===== config.mk =====
export PLATFORM = sky130hd
export DESIGN_NAME = mem_stage_top
export DESIGN_NICKNAME = d
export VERILOG_FILES = /design/src/source/mem_op_pkg.sv /design/src/source/mem_bus_pkg.sv /design/src/source/mem_access_seq.sv /design/src/source/wb_result_builder.sv /design/src/source/mem_stage_top.sv
export VERILOG_INCLUDE_DIRS = /design/src /design/src/source
export SDC_FILE = /design/constraint.sdc
export NUM_CORES = 1
export LEC_CHECK = 0
export BUFFER_PORTS_ARGS = -buffer_cell sky130_fd_sc_hd__buf_4
export CORE_MARGIN = 2
export CORE_UTILIZATION = 49
export DETAILED_ROUTE_END_ITERATION = 6
export HOLD_SLACK_MARGIN = 0.08
export PLACE_DENSITY = 0.75
export SKIP_LAST_GASP = 1
export SLEW_MARGIN = 5
export SYNTH_ARGS = -nofsm -noshare
export SYNTH_HDL_FRONTEND = slang
export SYNTH_SLANG_ARGS = --single-unit

===== constraint.sdc =====
create_clock -name clk -period 9.5 [get_ports clk]
set_input_delay 0.95 -clock clk [delete_from_list [all_inputs] [get_ports clk]]
set_output_delay 0.95 -clock clk [all_outputs]
set_load 0.05 [all_outputs]

===== src/source/mem_cfg.svh =====
`ifndef MEM_CFG_SVH
`define MEM_CFG_SVH

////////////////////////////////////////////////////
// Datapath widths
////////////////////////////////////////////////////

// Register and address width
`define MEM_XLEN        32

// Byte-wide memory bus
`define MEM_BYTE_W      8

// Destination register index
`define MEM_REG_ADDR_W  5

// Bytes per word, also the most reads in flight
`define MEM_MAX_BYTES   4

`endif


===== src/source/mem_op_pkg.sv =====
`include "mem_cfg.svh"

package mem_op_pkg;

    typedef logic [`MEM_XLEN-1:0] word_t;

    typedef logic [`MEM_REG_ADDR_W-1:0] reg_addr_t;

    typedef enum logic [1:0] {
        MEM_ALU   = 2'd0,
        MEM_LOAD  = 2'd1,
        MEM_STORE = 2'd2
    } mem_kind_t;

    typedef enum logic [1:0] {
        SIZE_BYTE = 2'd0,
        SIZE_HALF = 2'd1,
        SIZE_WORD = 2'd2
    } mem_size_t;

    // Index of the last byte touched by an access of this size
    function automatic logic [$clog2(`MEM_MAX_BYTES)-1:0] last_byte_idx(mem_size_t size);
        case (size)
            SIZE_BYTE: return 'd0;
            SIZE_HALF: return 'd1;
            default:   return 'd3;
        endcase
    endfunction

endpackage


===== src/source/mem_bus_pkg.sv =====
`include "mem_cfg.svh"

package mem_bus_pkg;

    ////////////////////////////////////////////////////
    // Byte-wide memory controller bus
    ////////////////////////////////////////////////////

    typedef logic [`MEM_XLEN-1:0] bus_addr_t;

    typedef logic [`MEM_BYTE_W-1:0] byte_t;

    // Byte position inside a word
    typedef logic [$clog2(`MEM_MAX_BYTES)-1:0] byte_idx_t;

    typedef enum logic {
        BUS_READ  = 1'b0,
        BUS_WRITE = 1'b1
    } bus_cmd_t;

endpackage


===== src/source/mem_access_seq.sv =====
`timescale 1ns/10ps

`include "mem_cfg.svh"

module mem_access_seq
    import mem_op_pkg::*;
    import mem_bus_pkg::*;
(
    input  logic      clk,
    input  logic      rst_n_i,

    // Operation from execute
    input  logic      op_valid_i,
    input  mem_kind_t op_kind_i,
    input  mem_size_t op_size_i,
    input  logic      op_signed_i,
    input  word_t     op_addr_i,
    input  word_t     op_wdata_i,
    input  reg_addr_t op_rd_i,
    input  logic      op_we_i,
    output logic      op_ready_o,

    // Byte requests to the memory controller
    output logic      mem_req_valid_o,
    output bus_cmd_t  mem_req_cmd_o,
    output bus_addr_t mem_req_addr_o,
    output byte_t     mem_req_wdata_o,
    input  logic      mem_req_ready_i,

    // Result builder link
    input  logic      wb_done_i,
    output logic      start_o,
    output mem_kind_t start_kind_o,
    output mem_size_t start_size_o,
    output logic      start_signed_o,
    output reg_addr_t start_rd_o,
    output word_t     start_value_o
);

    logic      busy_q;
    logic      req_active_q;
    byte_idx_t req_idx_q;
    mem_kind_t kind_q;
    mem_size_t size_q;
    bus_addr_t base_q;
    word_t     wdata_q;

    logic      op_accept;
    logic      req_fire;
    logic      req_last;
    logic      needs_wb;

    ////////////////////////////////////////////////////
    // Operation acceptance
    ////////////////////////////////////////////////////

    assign op_ready_o = ~busy_q;
    assign op_accept  = op_valid_i & op_ready_o;

    // Loads always return data, ALU ops only when rd is written
    assign needs_wb = (op_kind_i == MEM_LOAD) | ((op_kind_i == MEM_ALU) & op_we_i);

    assign start_o        = op_accept & needs_wb;
    assign start_kind_o   = op_kind_i;
    assign start_size_o   = op_size_i;
    assign start_signed_o = op_signed_i;
    assign start_rd_o     = op_rd_i;
    assign start_value_o  = op_addr_i;

    ////////////////////////////////////////////////////
    // Byte request issue
    ////////////////////////////////////////////////////

    assign req_fire = req_active_q & mem_req_ready_i;
    assign req_last = (req_idx_q == last_byte_idx(size_q));

    assign mem_req_valid_o = req_active_q;
    assign mem_req_cmd_o   = (kind_q == MEM_STORE) ? BUS_WRITE : BUS_READ;
    assign mem_req_addr_o  = base_q + bus_addr_t'(req_idx_q);

    // Lowest byte goes out first
    assign mem_req_wdata_o = wdata_q[req_idx_q*`MEM_BYTE_W +: `MEM_BYTE_W];

    always_ff @(posedge clk or negedge rst_n_i) begin
        if (!rst_n_i) begin
            busy_q       <= 1'b0;
            req_active_q <= 1'b0;
            req_idx_q    <= '0;
            kind_q       <= MEM_ALU;
            size_q       <= SIZE_BYTE;
        end else begin
            if (op_accept) begin
                kind_q <= op_kind_i;
                size_q <= op_size_i;
                if (op_kind_i != MEM_ALU) begin
                    busy_q       <= 1'b1;
                    req_active_q <= 1'b1;
                    req_idx_q    <= '0;
                end else if (op_we_i) begin
                    busy_q <= 1'b1;
                end
            end else if (req_fire) begin
                if (req_last) begin
                    req_active_q <= 1'b0;
                    // Stores finish once the last byte is taken
                    if (kind_q == MEM_STORE) begin
                        busy_q <= 1'b0;
                    end
                end else begin
                    req_idx_q <= req_idx_q + 1'b1;
                end
            end

            if (wb_done_i) begin
                busy_q <= 1'b0;
            end
        end
    end

    // Address base and store data of the current access
    always_ff @(posedge clk) begin
        if (op_accept) begin
            base_q  <= op_addr_i;
            wdata_q <= op_wdata_i;
        end
    end

endmodule


===== src/source/wb_result_builder.sv =====
`timescale 1ns/10ps

`include "mem_cfg.svh"

module wb_result_builder
    import mem_op_pkg::*;
    import mem_bus_pkg::*;
(
    input  logic      clk,
    input  logic      rst_n_i,

    // Operation start from the sequencer
    input  logic      start_i,
    input  mem_kind_t start_kind_i,
    input  mem_size_t start_size_i,
    input  logic      start_signed_i,
    input  reg_addr_t start_rd_i,
    input  word_t     start_value_i,

    // Read responses, in request order
    input  logic      mem_resp_valid_i,
    input  byte_t     mem_resp_data_i,

    // Writeback
    output logic      wb_valid_o,
    output reg_addr_t wb_rd_o,
    output word_t     wb_data_o,
    input  logic      wb_ready_i,
    output logic      wb_done_o
);

    logic      collect_q;
    logic      wb_valid_q;
    byte_idx_t resp_idx_q;
    mem_size_t size_q;
    logic      signed_q;
    reg_addr_t rd_q;
    word_t     data_q;
    byte_t     lanes_q [`MEM_MAX_BYTES];

    word_t     assembled;
    logic      resp_take;
    logic      resp_last;

    // Sign fill comes from the top loaded byte only
    function automatic word_t extend_load(word_t raw, mem_size_t size, logic sgn);
        logic fill_b;
        logic fill_h;
        fill_b = sgn & raw[`MEM_BYTE_W-1];
        fill_h = sgn & raw[2*`MEM_BYTE_W-1];
        case (size)
            SIZE_BYTE: return {{(`MEM_XLEN-`MEM_BYTE_W){fill_b}}, raw[`MEM_BYTE_W-1:0]};
            SIZE_HALF: return {{(`MEM_XLEN-2*`MEM_BYTE_W){fill_h}}, raw[2*`MEM_BYTE_W-1:0]};
            default:   return raw;
        endcase
    endfunction

    ////////////////////////////////////////////////////
    // Little-endian byte assembly
    ////////////////////////////////////////////////////

    assign resp_take = collect_q & mem_resp_valid_i;
    assign resp_last = (resp_idx_q == last_byte_idx(size_q));

    // Current response merged with the bytes already held
    always_comb begin
        for (int i = 0; i < `MEM_MAX_BYTES; i++) begin
            if (byte_idx_t'(i) == resp_idx_q) begin
                assembled[i*`MEM_BYTE_W +: `MEM_BYTE_W] = mem_resp_data_i;
            end else begin
                assembled[i*`MEM_BYTE_W +: `MEM_BYTE_W] = lanes_q[i];
            end
        end
    end

    always_ff @(posedge clk) begin
        if (resp_take) begin
            lanes_q[resp_idx_q] <= mem_resp_data_i;
        end
    end

    ////////////////////////////////////////////////////
    // Result register and writeback handshake
    ////////////////////////////////////////////////////

    always_ff @(posedge clk or negedge rst_n_i) begin
        if (!rst_n_i) begin
            collect_q  <= 1'b0;
            wb_valid_q <= 1'b0;
            resp_idx_q <= '0;
            size_q     <= SIZE_BYTE;
            signed_q   <= 1'b0;
        end else begin
            if (start_i) begin
                if (start_kind_i == MEM_LOAD) begin
                    collect_q  <= 1'b1;
                    resp_idx_q <= '0;
                    size_q     <= start_size_i;
                    signed_q   <= start_signed_i;
                end else begin
                    wb_valid_q <= 1'b1;
                end
            end else if (resp_take) begin
                if (resp_last) begin
                    collect_q  <= 1'b0;
                    wb_valid_q <= 1'b1;
                end else begin
                    resp_idx_q <= resp_idx_q + 1'b1;
                end
            end else if (wb_done_o) begin
                wb_valid_q <= 1'b0;
            end
        end
    end

    // Held stable until the writeback is taken
    always_ff @(posedge clk) begin
        if (start_i) begin
            rd_q <= start_rd_i;
            if (start_kind_i != MEM_LOAD) begin
                data_q <= start_value_i;
            end
        end else if (resp_take && resp_last) begin
            data_q <= extend_load(assembled, size_q, signed_q);
        end
    end

    assign wb_valid_o = wb_valid_q;
    assign wb_rd_o    = rd_q;
    assign wb_data_o  = data_q;
    assign wb_done_o  = wb_valid_q & wb_ready_i;

endmodule


===== src/source/mem_stage_top.sv =====
`timescale 1ns/10ps

module mem_stage_top
    import mem_op_pkg::*;
    import mem_bus_pkg::*;
(
    input  logic      clk,
    input  logic      rst_n_i,

    // Operation from execute
    input  logic      op_valid_i,
    input  mem_kind_t op_kind_i,
    input  mem_size_t op_size_i,
    input  logic      op_signed_i,
    input  word_t     op_addr_i,
    input  word_t     op_wdata_i,
    input  reg_addr_t op_rd_i,
    input  logic      op_we_i,
    output logic      op_ready_o,

    // Memory controller
    output logic      mem_req_valid_o,
    output bus_cmd_t  mem_req_cmd_o,
    output bus_addr_t mem_req_addr_o,
    output byte_t     mem_req_wdata_o,
    input  logic      mem_req_ready_i,
    input  logic      mem_resp_valid_i,
    input  byte_t     mem_resp_data_i,

    // Writeback
    output logic      wb_valid_o,
    output reg_addr_t wb_rd_o,
    output word_t     wb_data_o,
    input  logic      wb_ready_i
);

    logic      start;
    mem_kind_t start_kind;
    mem_size_t start_size;
    logic      start_signed;
    reg_addr_t start_rd;
    word_t     start_value;
    logic      wb_done;

    mem_access_seq u_seq (
        .clk             (clk),
        .rst_n_i         (rst_n_i),
        .op_valid_i      (op_valid_i),
        .op_kind_i       (op_kind_i),
        .op_size_i       (op_size_i),
        .op_signed_i     (op_signed_i),
        .op_addr_i       (op_addr_i),
        .op_wdata_i      (op_wdata_i),
        .op_rd_i         (op_rd_i),
        .op_we_i         (op_we_i),
        .op_ready_o      (op_ready_o),
        .mem_req_valid_o (mem_req_valid_o),
        .mem_req_cmd_o   (mem_req_cmd_o),
        .mem_req_addr_o  (mem_req_addr_o),
        .mem_req_wdata_o (mem_req_wdata_o),
        .mem_req_ready_i (mem_req_ready_i),
        .wb_done_i       (wb_done),
        .start_o         (start),
        .start_kind_o    (start_kind),
        .start_size_o    (start_size),
        .start_signed_o  (start_signed),
        .start_rd_o      (start_rd),
        .start_value_o   (start_value)
    );

    wb_result_builder u_builder (
        .clk              (clk),
        .rst_n_i          (rst_n_i),
        .start_i          (start),
        .start_kind_i     (start_kind),
        .start_size_i     (start_size),
        .start_signed_i   (start_signed),
        .start_rd_i       (start_rd),
        .start_value_i    (start_value),
        .mem_resp_valid_i (mem_resp_valid_i),
        .mem_resp_data_i  (mem_resp_data_i),
        .wb_valid_o       (wb_valid_o),
        .wb_rd_o          (wb_rd_o),
        .wb_data_o        (wb_data_o),
        .wb_ready_i       (wb_ready_i),
        .wb_done_o        (wb_done)
    );

endmodule


# Word-level counts from Yosys, hierarchy flattened
# Memory sizes are Yosys's and may differ from the RTL's.
# Cells that the tools add are included.
[op_classes]
addsub = 3
multipliers = 0
div_mod_pow = 0
magnitude_cmp = 0
n_eq_ne = 18
shift = 1
n_mux = 41
n_bitwise = 10
reduce_logical = 23
[op_table]
columns = ["cell", "n"]
rows = [
  ["32-bit two-way mux", 3],
  ["32-bit one-hot mux with 2 select lines", 1],
  ["32-bit by 2-bit adder with 32-bit output", 1],
  ["8-bit two-way mux", 4],
  ["32-bit by 6-bit indexed part select with 8-bit output", 1],
  ["1-bit two-way mux", 23],
  ["2-bit two-way mux", 8],
  ["3-bit AND reduction", 5],
  ["2-bit nonzero test", 6],
  ["3-bit nonzero test", 4],
  ["1-bit bitwise AND", 8],
  ["2-bit zero test", 4],
  ["2-bit by 1-bit != test with 1-bit output (second input constant)", 4],
  ["2-bit one-hot mux with 2 select lines", 2],
  ["2-bit by 1-bit equality test with 1-bit output (second input constant)", 3],
  ["2-bit != test (second input constant)", 3],
  ["2-bit by 1-bit adder with 2-bit output (second input constant)", 2],
  ["2-bit equality test", 2],
  ["2-bit equality test (first input constant)", 2],
  ["4-bit by 3-bit != test with 1-bit output (second input constant)", 1],
  ["2-bit AND reduction", 2],
  ["4-bit AND reduction", 1],
  ["3-bit != test (second input constant)", 1],
  ["1-bit by 2-bit equality test with 1-bit output (first input constant)", 1],
  ["other kinds (4)", 4],
]
[totals]
reg_bits = 116
latchBits = 0
ramBits = 32
romBits = 0
inputBits = 89
memories = 1
[mem_list]
columns = ["name", "words", "word_bits", "read_ports", "rd_ports_with_merged_regs", "wr", "line_no", "text"]
rows = [
  ["u_builder.lanes_q", 4, 8, 4, 0, 1, "wb_result_builder.sv:39", "byte_t lanes_q [`MEM_MAX_BYTES];"],
]

# Logic depth before layout (Yosys ltp)
[depth]
depth_word = 7
depth_mapped = 8
mapped_depth_nobuf = 7

# Cells and area by module
# From an unflattened synthesis, not the netlist that was laid out.
[unflattened]
cells_unflattened = 488
area_unflattened_um2 = 6957.9
[by_module_without_submodules]
columns = ["module", "instances", "cells_each", "area_per_inst_um2"]
rows = [
  ["mem_access_seq", 1, 248, 3479.6],
  ["wb_result_builder", 1, 240, 3478.3],
]

# Worst setup path after synthesis
# OpenSTA, ideal clock, no wires.
[synth_timing]
path_type = "register to output"
from = "register u_seq.req_idx_q[1]"
to = "output port mem_req_addr_o[26]"
t_arrival_ns = 2.905
required_time_ns = 8.550
slack_ns = 5.645
path_stages_with_launch = 8
path_buffers = 1
path_cell_list = "dfrtp_1 buf_1 inv_1 fa_1 nand3b_1 nor4_2 nand4_1 xnor2_1"
[synth_via]
elab_chain_cells = 1
[synth_rtl]
columns = ["item", "line_no", "text"]
rows = [
  ["start: declaration", "mem_access_seq.sv:42", "byte_idx_t req_idx_q;"],
  ["start signal: assignment", "mem_access_seq.sv:110", "req_idx_q <= req_idx_q + 1'b1;"],
  ["32-bit by 2-bit adder with 32-bit output", "mem_access_seq.sv:79", "assign mem_req_addr_o = base_q + bus_addr_t'(req_idx_q);"],
  ["end: declaration", "mem_stage_top.sv:24", "output bus_addr_t mem_req_addr_o,"],
]
# No other way between the ends.

# Final worst setup path
[layout_timing]
from = "register u_seq.req_idx_q[0]"
to = "output port mem_req_addr_o[30]"
# Same word-level chain as after synthesis.

==> run_summary.xml <==
<?xml version="1.0" encoding="UTF-8"?>
<metrics>
  <group name="layout">
    <metric name="finalCoreUtilization" unit="">0.656</metric>
    <metric name="multi_input_combinational_cell_area" unit="µm²">2040</metric>
    <metric name="area.growth.synth_to_final" unit="%">31.9</metric>
    <metric name="finalNetCount" unit="">736</metric>
    <metric name="final-seq-area" unit="µm²">4370</metric>
    <metric name="post_route_cells_drive_above_1_share" unit="">0.360</metric>
    <metric name="layout.filler_cells" unit="">952</metric>
    <metric name="antenna-diode-count" unit="">0</metric>
  </group>
  <group name="logic_synthesis">
    <metric name="synthesis.yosys.warnings" unit="">0</metric>
    <metric name="synth_top_cells_by_area" unit="">sky130_fd_sc_hd__edfxtp_1, sky130_fd_sc_hd__dfrtp_1, sky130_fd_sc_hd__mux2_2</metric>
    <metric name="number_of_enable_flip_flop_cells_after_synthesis" unit="">133</metric>
    <metric name="post-synth-top-count-cell" unit="">sky130_fd_sc_hd__edfxtp_1</metric>
    <metric name="postSynth.asyncResetShare" unit="">0.101</metric>
    <metric name="ys.flop_type" unit="">sky130_fd_sc_hd__edfxtp_1</metric>
    <metric name="synthTopCellsByCount" unit="">sky130_fd_sc_hd__edfxtp_1, sky130_fd_sc_hd__nand2_1, sky130_fd_sc_hd__nor2_1</metric>
    <metric name="synthesis.instances" unit="">465</metric>
    <metric name="ys_seq_area_frac" unit="">0.669</metric>
    <metric name="syn-mean-instance-area" unit="µm²">14.1</metric>
    <metric name="ys_seq_elements" unit="">148</metric>
    <metric name="synthDominantAreaCellType" unit="">sky130_fd_sc_hd__edfxtp_1</metric>
    <metric name="syn_nets" unit="">561</metric>
    <metric name="portion_of_synthesized_cell_area_occupied_by_the_leading_cell_type" unit="">0.611</metric>
    <metric name="mappedNetlistArea" unit="µm²">6530</metric>
    <metric name="synthDistinctLibCells" unit="">54</metric>
  </group>
  <group name="global_routing">
    <metric name="met2_resource_use_gr" unit="">0.354</metric>
    <metric name="globalRouteTotalUtil" unit="">0.216</metric>
    <metric name="grt.overflow.total" unit="">0</metric>
    <metric name="number_of_antenna_violations_at_the_first_check_in_global_routing" unit="">0</metric>
    <metric name="first_global_vias" unit="">4387</metric>
    <metric name="pin_count_of_the_biggest_net_entering_global_routing" unit="">66</metric>
    <metric name="grtUsageMet3" unit="">0.0498</metric>
    <metric name="top_usage_layer" unit="">met2</metric>
    <metric name="grt.met1_usage" unit="">0.283</metric>
    <metric name="global_route_wire_length_before_repair" unit="µm">23300</metric>
  </group>
  <group name="clocking">
    <metric name="postCtsHoldBufs" unit="">0</metric>
    <metric name="clock_insertion_delay_at_the_later_pin_of_the_skew_report" unit="ns">0.42</metric>
    <metric name="clockBufferDepth" unit="">2</metric>
    <metric name="cts.reportedPaths.clkPinSlew" unit="ns">0.06</metric>
    <metric name="post-cts-setup-buffers" unit="">0</metric>
    <metric name="tritoncts" unit="">done</metric>
    <metric name="cts_max_level" unit="">4</metric>
    <metric name="clock_tree.root_cell" unit="">sky130_fd_sc_hd__clkbuf_16</metric>
    <metric name="cts_repair_resize_count" unit="">0</metric>
    <metric name="numClockSinks" unit="">148</metric>
    <metric name="cts_made_buffers" unit="">17</metric>
  </group>
  <group name="placement">
    <metric name="place.detailed.hpwl" unit="µm">10900</metric>
    <metric name="numPortBuffers" unit="">169</metric>
    <metric name="gp_congestion" unit="">0.887</metric>
  </group>
  <group name="timing">
    <metric name="rsz_0062_raised_after_global_routing" unit="">false</metric>
    <metric name="fin_worst_skew" unit="ns">0.00882</metric>
    <metric name="fmaxAchievable" unit="MHz">222</metric>
    <metric name="setup-tns-final" unit="ns">0</metric>
    <metric name="timing.final.max_slew_violations" unit="">0</metric>
    <metric name="fin_crit" unit="ns">4.50</metric>
    <metric name="finalCritPeriodShare" unit="">0.474</metric>
    <metric name="finalHoldViolations" unit="">0</metric>
    <metric name="fin_worst_hold_slack" unit="ns">0.376</metric>
    <metric name="slew_headroom" unit="">0.460</metric>
    <metric name="setup_failing_eps_final" unit="">0</metric>
    <metric name="tightest_slew" unit="ns">0.809</metric>
  </group>
  <group name="power">
    <metric name="swShare" unit="">0.347</metric>
    <metric name="power.static_leakage" unit="nW">3.37</metric>
    <metric name="clkPwrFrac" unit="">0.290</metric>
    <metric name="vdd.ir_drop.worst" unit="mV">0.183</metric>
    <metric name="comb_power_share" unit="">0.328</metric>
    <metric name="switching_power" unit="W">0.000857</metric>
    <metric name="power_density" unit="nW/µm²">286</metric>
    <metric name="cellInternalPower" unit="W">0.00161</metric>
    <metric name="pwr-share-seq" unit="">0.382</metric>
  </group>
  <group name="drt">
    <metric name="postRouteAntennaNets" unit="">0</metric>
    <metric name="routed_wirelength" unit="µm">15200</metric>
    <metric name="drt_drc_violations_left" unit="">0</metric>
    <metric name="detailroute.via_count" unit="">4473</metric>
    <metric name="drtIter0Drc" unit="">295</metric>
    <metric name="firstDrtPassIters" unit="">5</metric>
    <metric name="via_per_inst" unit="">5.40</metric>
    <metric name="wl_per_cell" unit="µm">18.3</metric>
  </group>
  <group name="floorplan">
    <metric name="initial_utilization" unit="">0.497</metric>
    <metric name="die_y" unit="µm">119</metric>
    <metric name="core-area" unit="µm²">13100</metric>
    <metric name="floorplan.die.width" unit="µm">119</metric>
    <metric name="placementRows" unit="">42</metric>
    <metric name="io_pins" unit="">170</metric>
    <metric name="fp.dieArea" unit="µm²">14300</metric>
  </group>
  <group name="setup_path">
    <metric name="worst_path_required" unit="ns">8.55</metric>
    <metric name="arrival" unit="ns">3.55</metric>
    <metric name="timing.critical_path.fanout_max" unit="">17</metric>
    <metric name="worstReg2RegEnd" unit="">u_builder.wb_data_o[25]$_DFFE_PP_</metric>
    <metric name="startpoint_type" unit="">flop</metric>
    <metric name="worst_r2r_startpoint" unit="">u_builder.size_q[1]$_DFFE_PN0P_</metric>
    <metric name="reg2reg_setup_slack" unit="ns">6.99</metric>
    <metric name="type_of_the_worst_setup_path" unit="">reg2out</metric>
    <metric name="crit_start" unit="">u_seq.req_idx_q[0]$_DFFE_PN0P_</metric>
    <metric name="end_of_the_critical_path" unit="">mem_req_addr_o[30]</metric>
    <metric name="ff2ff_path_depth" unit="">5</metric>
    <metric name="cp_capture_type" unit="">primary output</metric>
  </group>
  <group name="worst_hold_path">
    <metric name="worstHoldPathType" unit="">in2async</metric>
  </group>
  <group name="flow_run">
    <metric name="maxCapViolations" unit="">0</metric>
  </group>
  <group name="run_status">
    <metric name="run_status" unit="">completed</metric>
  </group>
</metrics>
## metrics by stage
stage / total power, W / setup slack (ns) / cells / area [µm²]
2_1_floorplan: 0.00152 / 5.65 / 465 / 6530
3_3_place_gp: 0.00174 / 5.53 / 797 / 7980
3_5_place_dp: 0.00176 / 5.35 / 797 / 7980
4_1_cts: 0.00248 / 4.87 / 829 / 8620
5_1_grt: 0.00257 / 4.63 / 829 / 8620
6_report: 0.00247 / 5.00 / 829 / 8620
## critical path, cell delays in order (launching register included)
cell                       delay, ns
sky130_fd_sc_hd__dfrtp_1        0.84
sky130_fd_sc_hd__ha_1           0.30
sky130_fd_sc_hd__inv_1          0.06
sky130_fd_sc_hd__fa_1           0.44
sky130_fd_sc_hd__nand3b_1       0.29
sky130_fd_sc_hd__nor4_2         0.57
sky130_fd_sc_hd__nand3_1        0.22
sky130_fd_sc_hd__xnor2_1        0.19
sky130_fd_sc_hd__buf_4          0.22
## registers in the layout, summed over array words and instances (netlist names)
register / count
u_builder.wb_valid_o: 1
u_seq.mem_req_valid_o: 1
u_seq.kind_q: 2
u_builder.resp_idx_q: 2
u_seq.busy_q: 1
u_seq.wdata_q: 32
u_builder.size_q: 2
u_seq.req_idx_q: 2
u_seq.base_q: 32
u_builder.signed_q: 1
u_builder.wb_rd_o: 5
u_builder.wb_data_o: 32
u_builder.lanes_q: 32
u_seq.size_q: 2
u_builder.collect_q: 1
## how the worst min path moves through the flow
stage / start / endpoint
after detailed placement: u_seq.kind_q[1]$_DFFE_PN0P_ / u_seq.kind_q[1]$_DFFE_PN0P_
after CTS: rst_n_i / u_builder.wb_valid_o$_DFFE_PN0P_
after floorplan: u_seq.kind_q[1]$_DFFE_PN0P_ / u_seq.kind_q[1]$_DFFE_PN0P_
after global routing: rst_n_i / u_builder.signed_q$_DFFE_PN0P_
final: rst_n_i / u_builder.signed_q$_DFFE_PN0P_
after global placement: u_seq.kind_q[1]$_DFFE_PN0P_ / u_seq.kind_q[1]$_DFFE_PN0P_
## placed cells by master (no fill, tap or decap), drive strengths merged, types with 8 or more instances in the layout
| cell type | instances |
|---|---|
| mux2i | 17 |
| dfrtp | 15 |
| clkbuf | 18 |
| o21ai | 12 |
| xnor2 | 16 |
| nor3 | 10 |
| mux4 | 8 |
| o21a | 8 |
| xor2 | 14 |
| nand3 | 16 |
| nand4 | 11 |
| inv | 15 |
| and3 | 8 |
| nor2 | 27 |
| edfxtp | 133 |
| a21oi | 22 |
| mux2 | 18 |
| o211ai | 8 |
| nand2 | 47 |
| buf | 173 |
## power by group through the flow
stage	Combinational, W	Sequential, W	Clock, W
2_1_floorplan	0.000545	0.000976	0
3_3_place_gp	0.000793	0.000947	0
3_5_place_dp	0.000806	0.000955	0
4_1_cts	0.000814	0.000944	0.000722
5_1_grt	0.000861	0.000957	0.000750
6_report	0.000809	0.000943	0.000714
## layer usage
| layer | part of all wire | vias to the layer above | wire (µm) |
|---|---|---|---|
| li1 | - | 2115 | - |
| met1 | 0.42 | 2153 | 6350 |
| met2 | 0.50 | 176 | 7590 |
| met3 | 0.059 | 29 | 890 |
| met4 | 0.023 | 0 | 352 |
| met5 | 0 | - | 0 |
## kinds of logic (layout without fill, tap and decap cells)
family	count (synthesis)	in the layout	share of synthesized area
flops	148	148	0.669
simple gates	145	145	0.115
compound gates	61	61	0.0580
mux	43	43	0.0846
buf+inv	31	219	0.0193
xor+xnor	30	30	0.0402
fa+ha+maj	7	7	0.0146
## final cells by class
| cell class | count | area share |
|---|---|---|
| clock inverter | 14 | 0.0242 |
| tap | 176 | 0.0255 |
| sequential | 148 | 0.507 |
| multi-input combinational | 286 | 0.237 |
| clock buffer | 18 | 0.0498 |
| inverter | 14 | 0.00610 |
| timing repair buffer | 173 | 0.151 |
No activity file was read; power rests on OpenSTA's default activity.
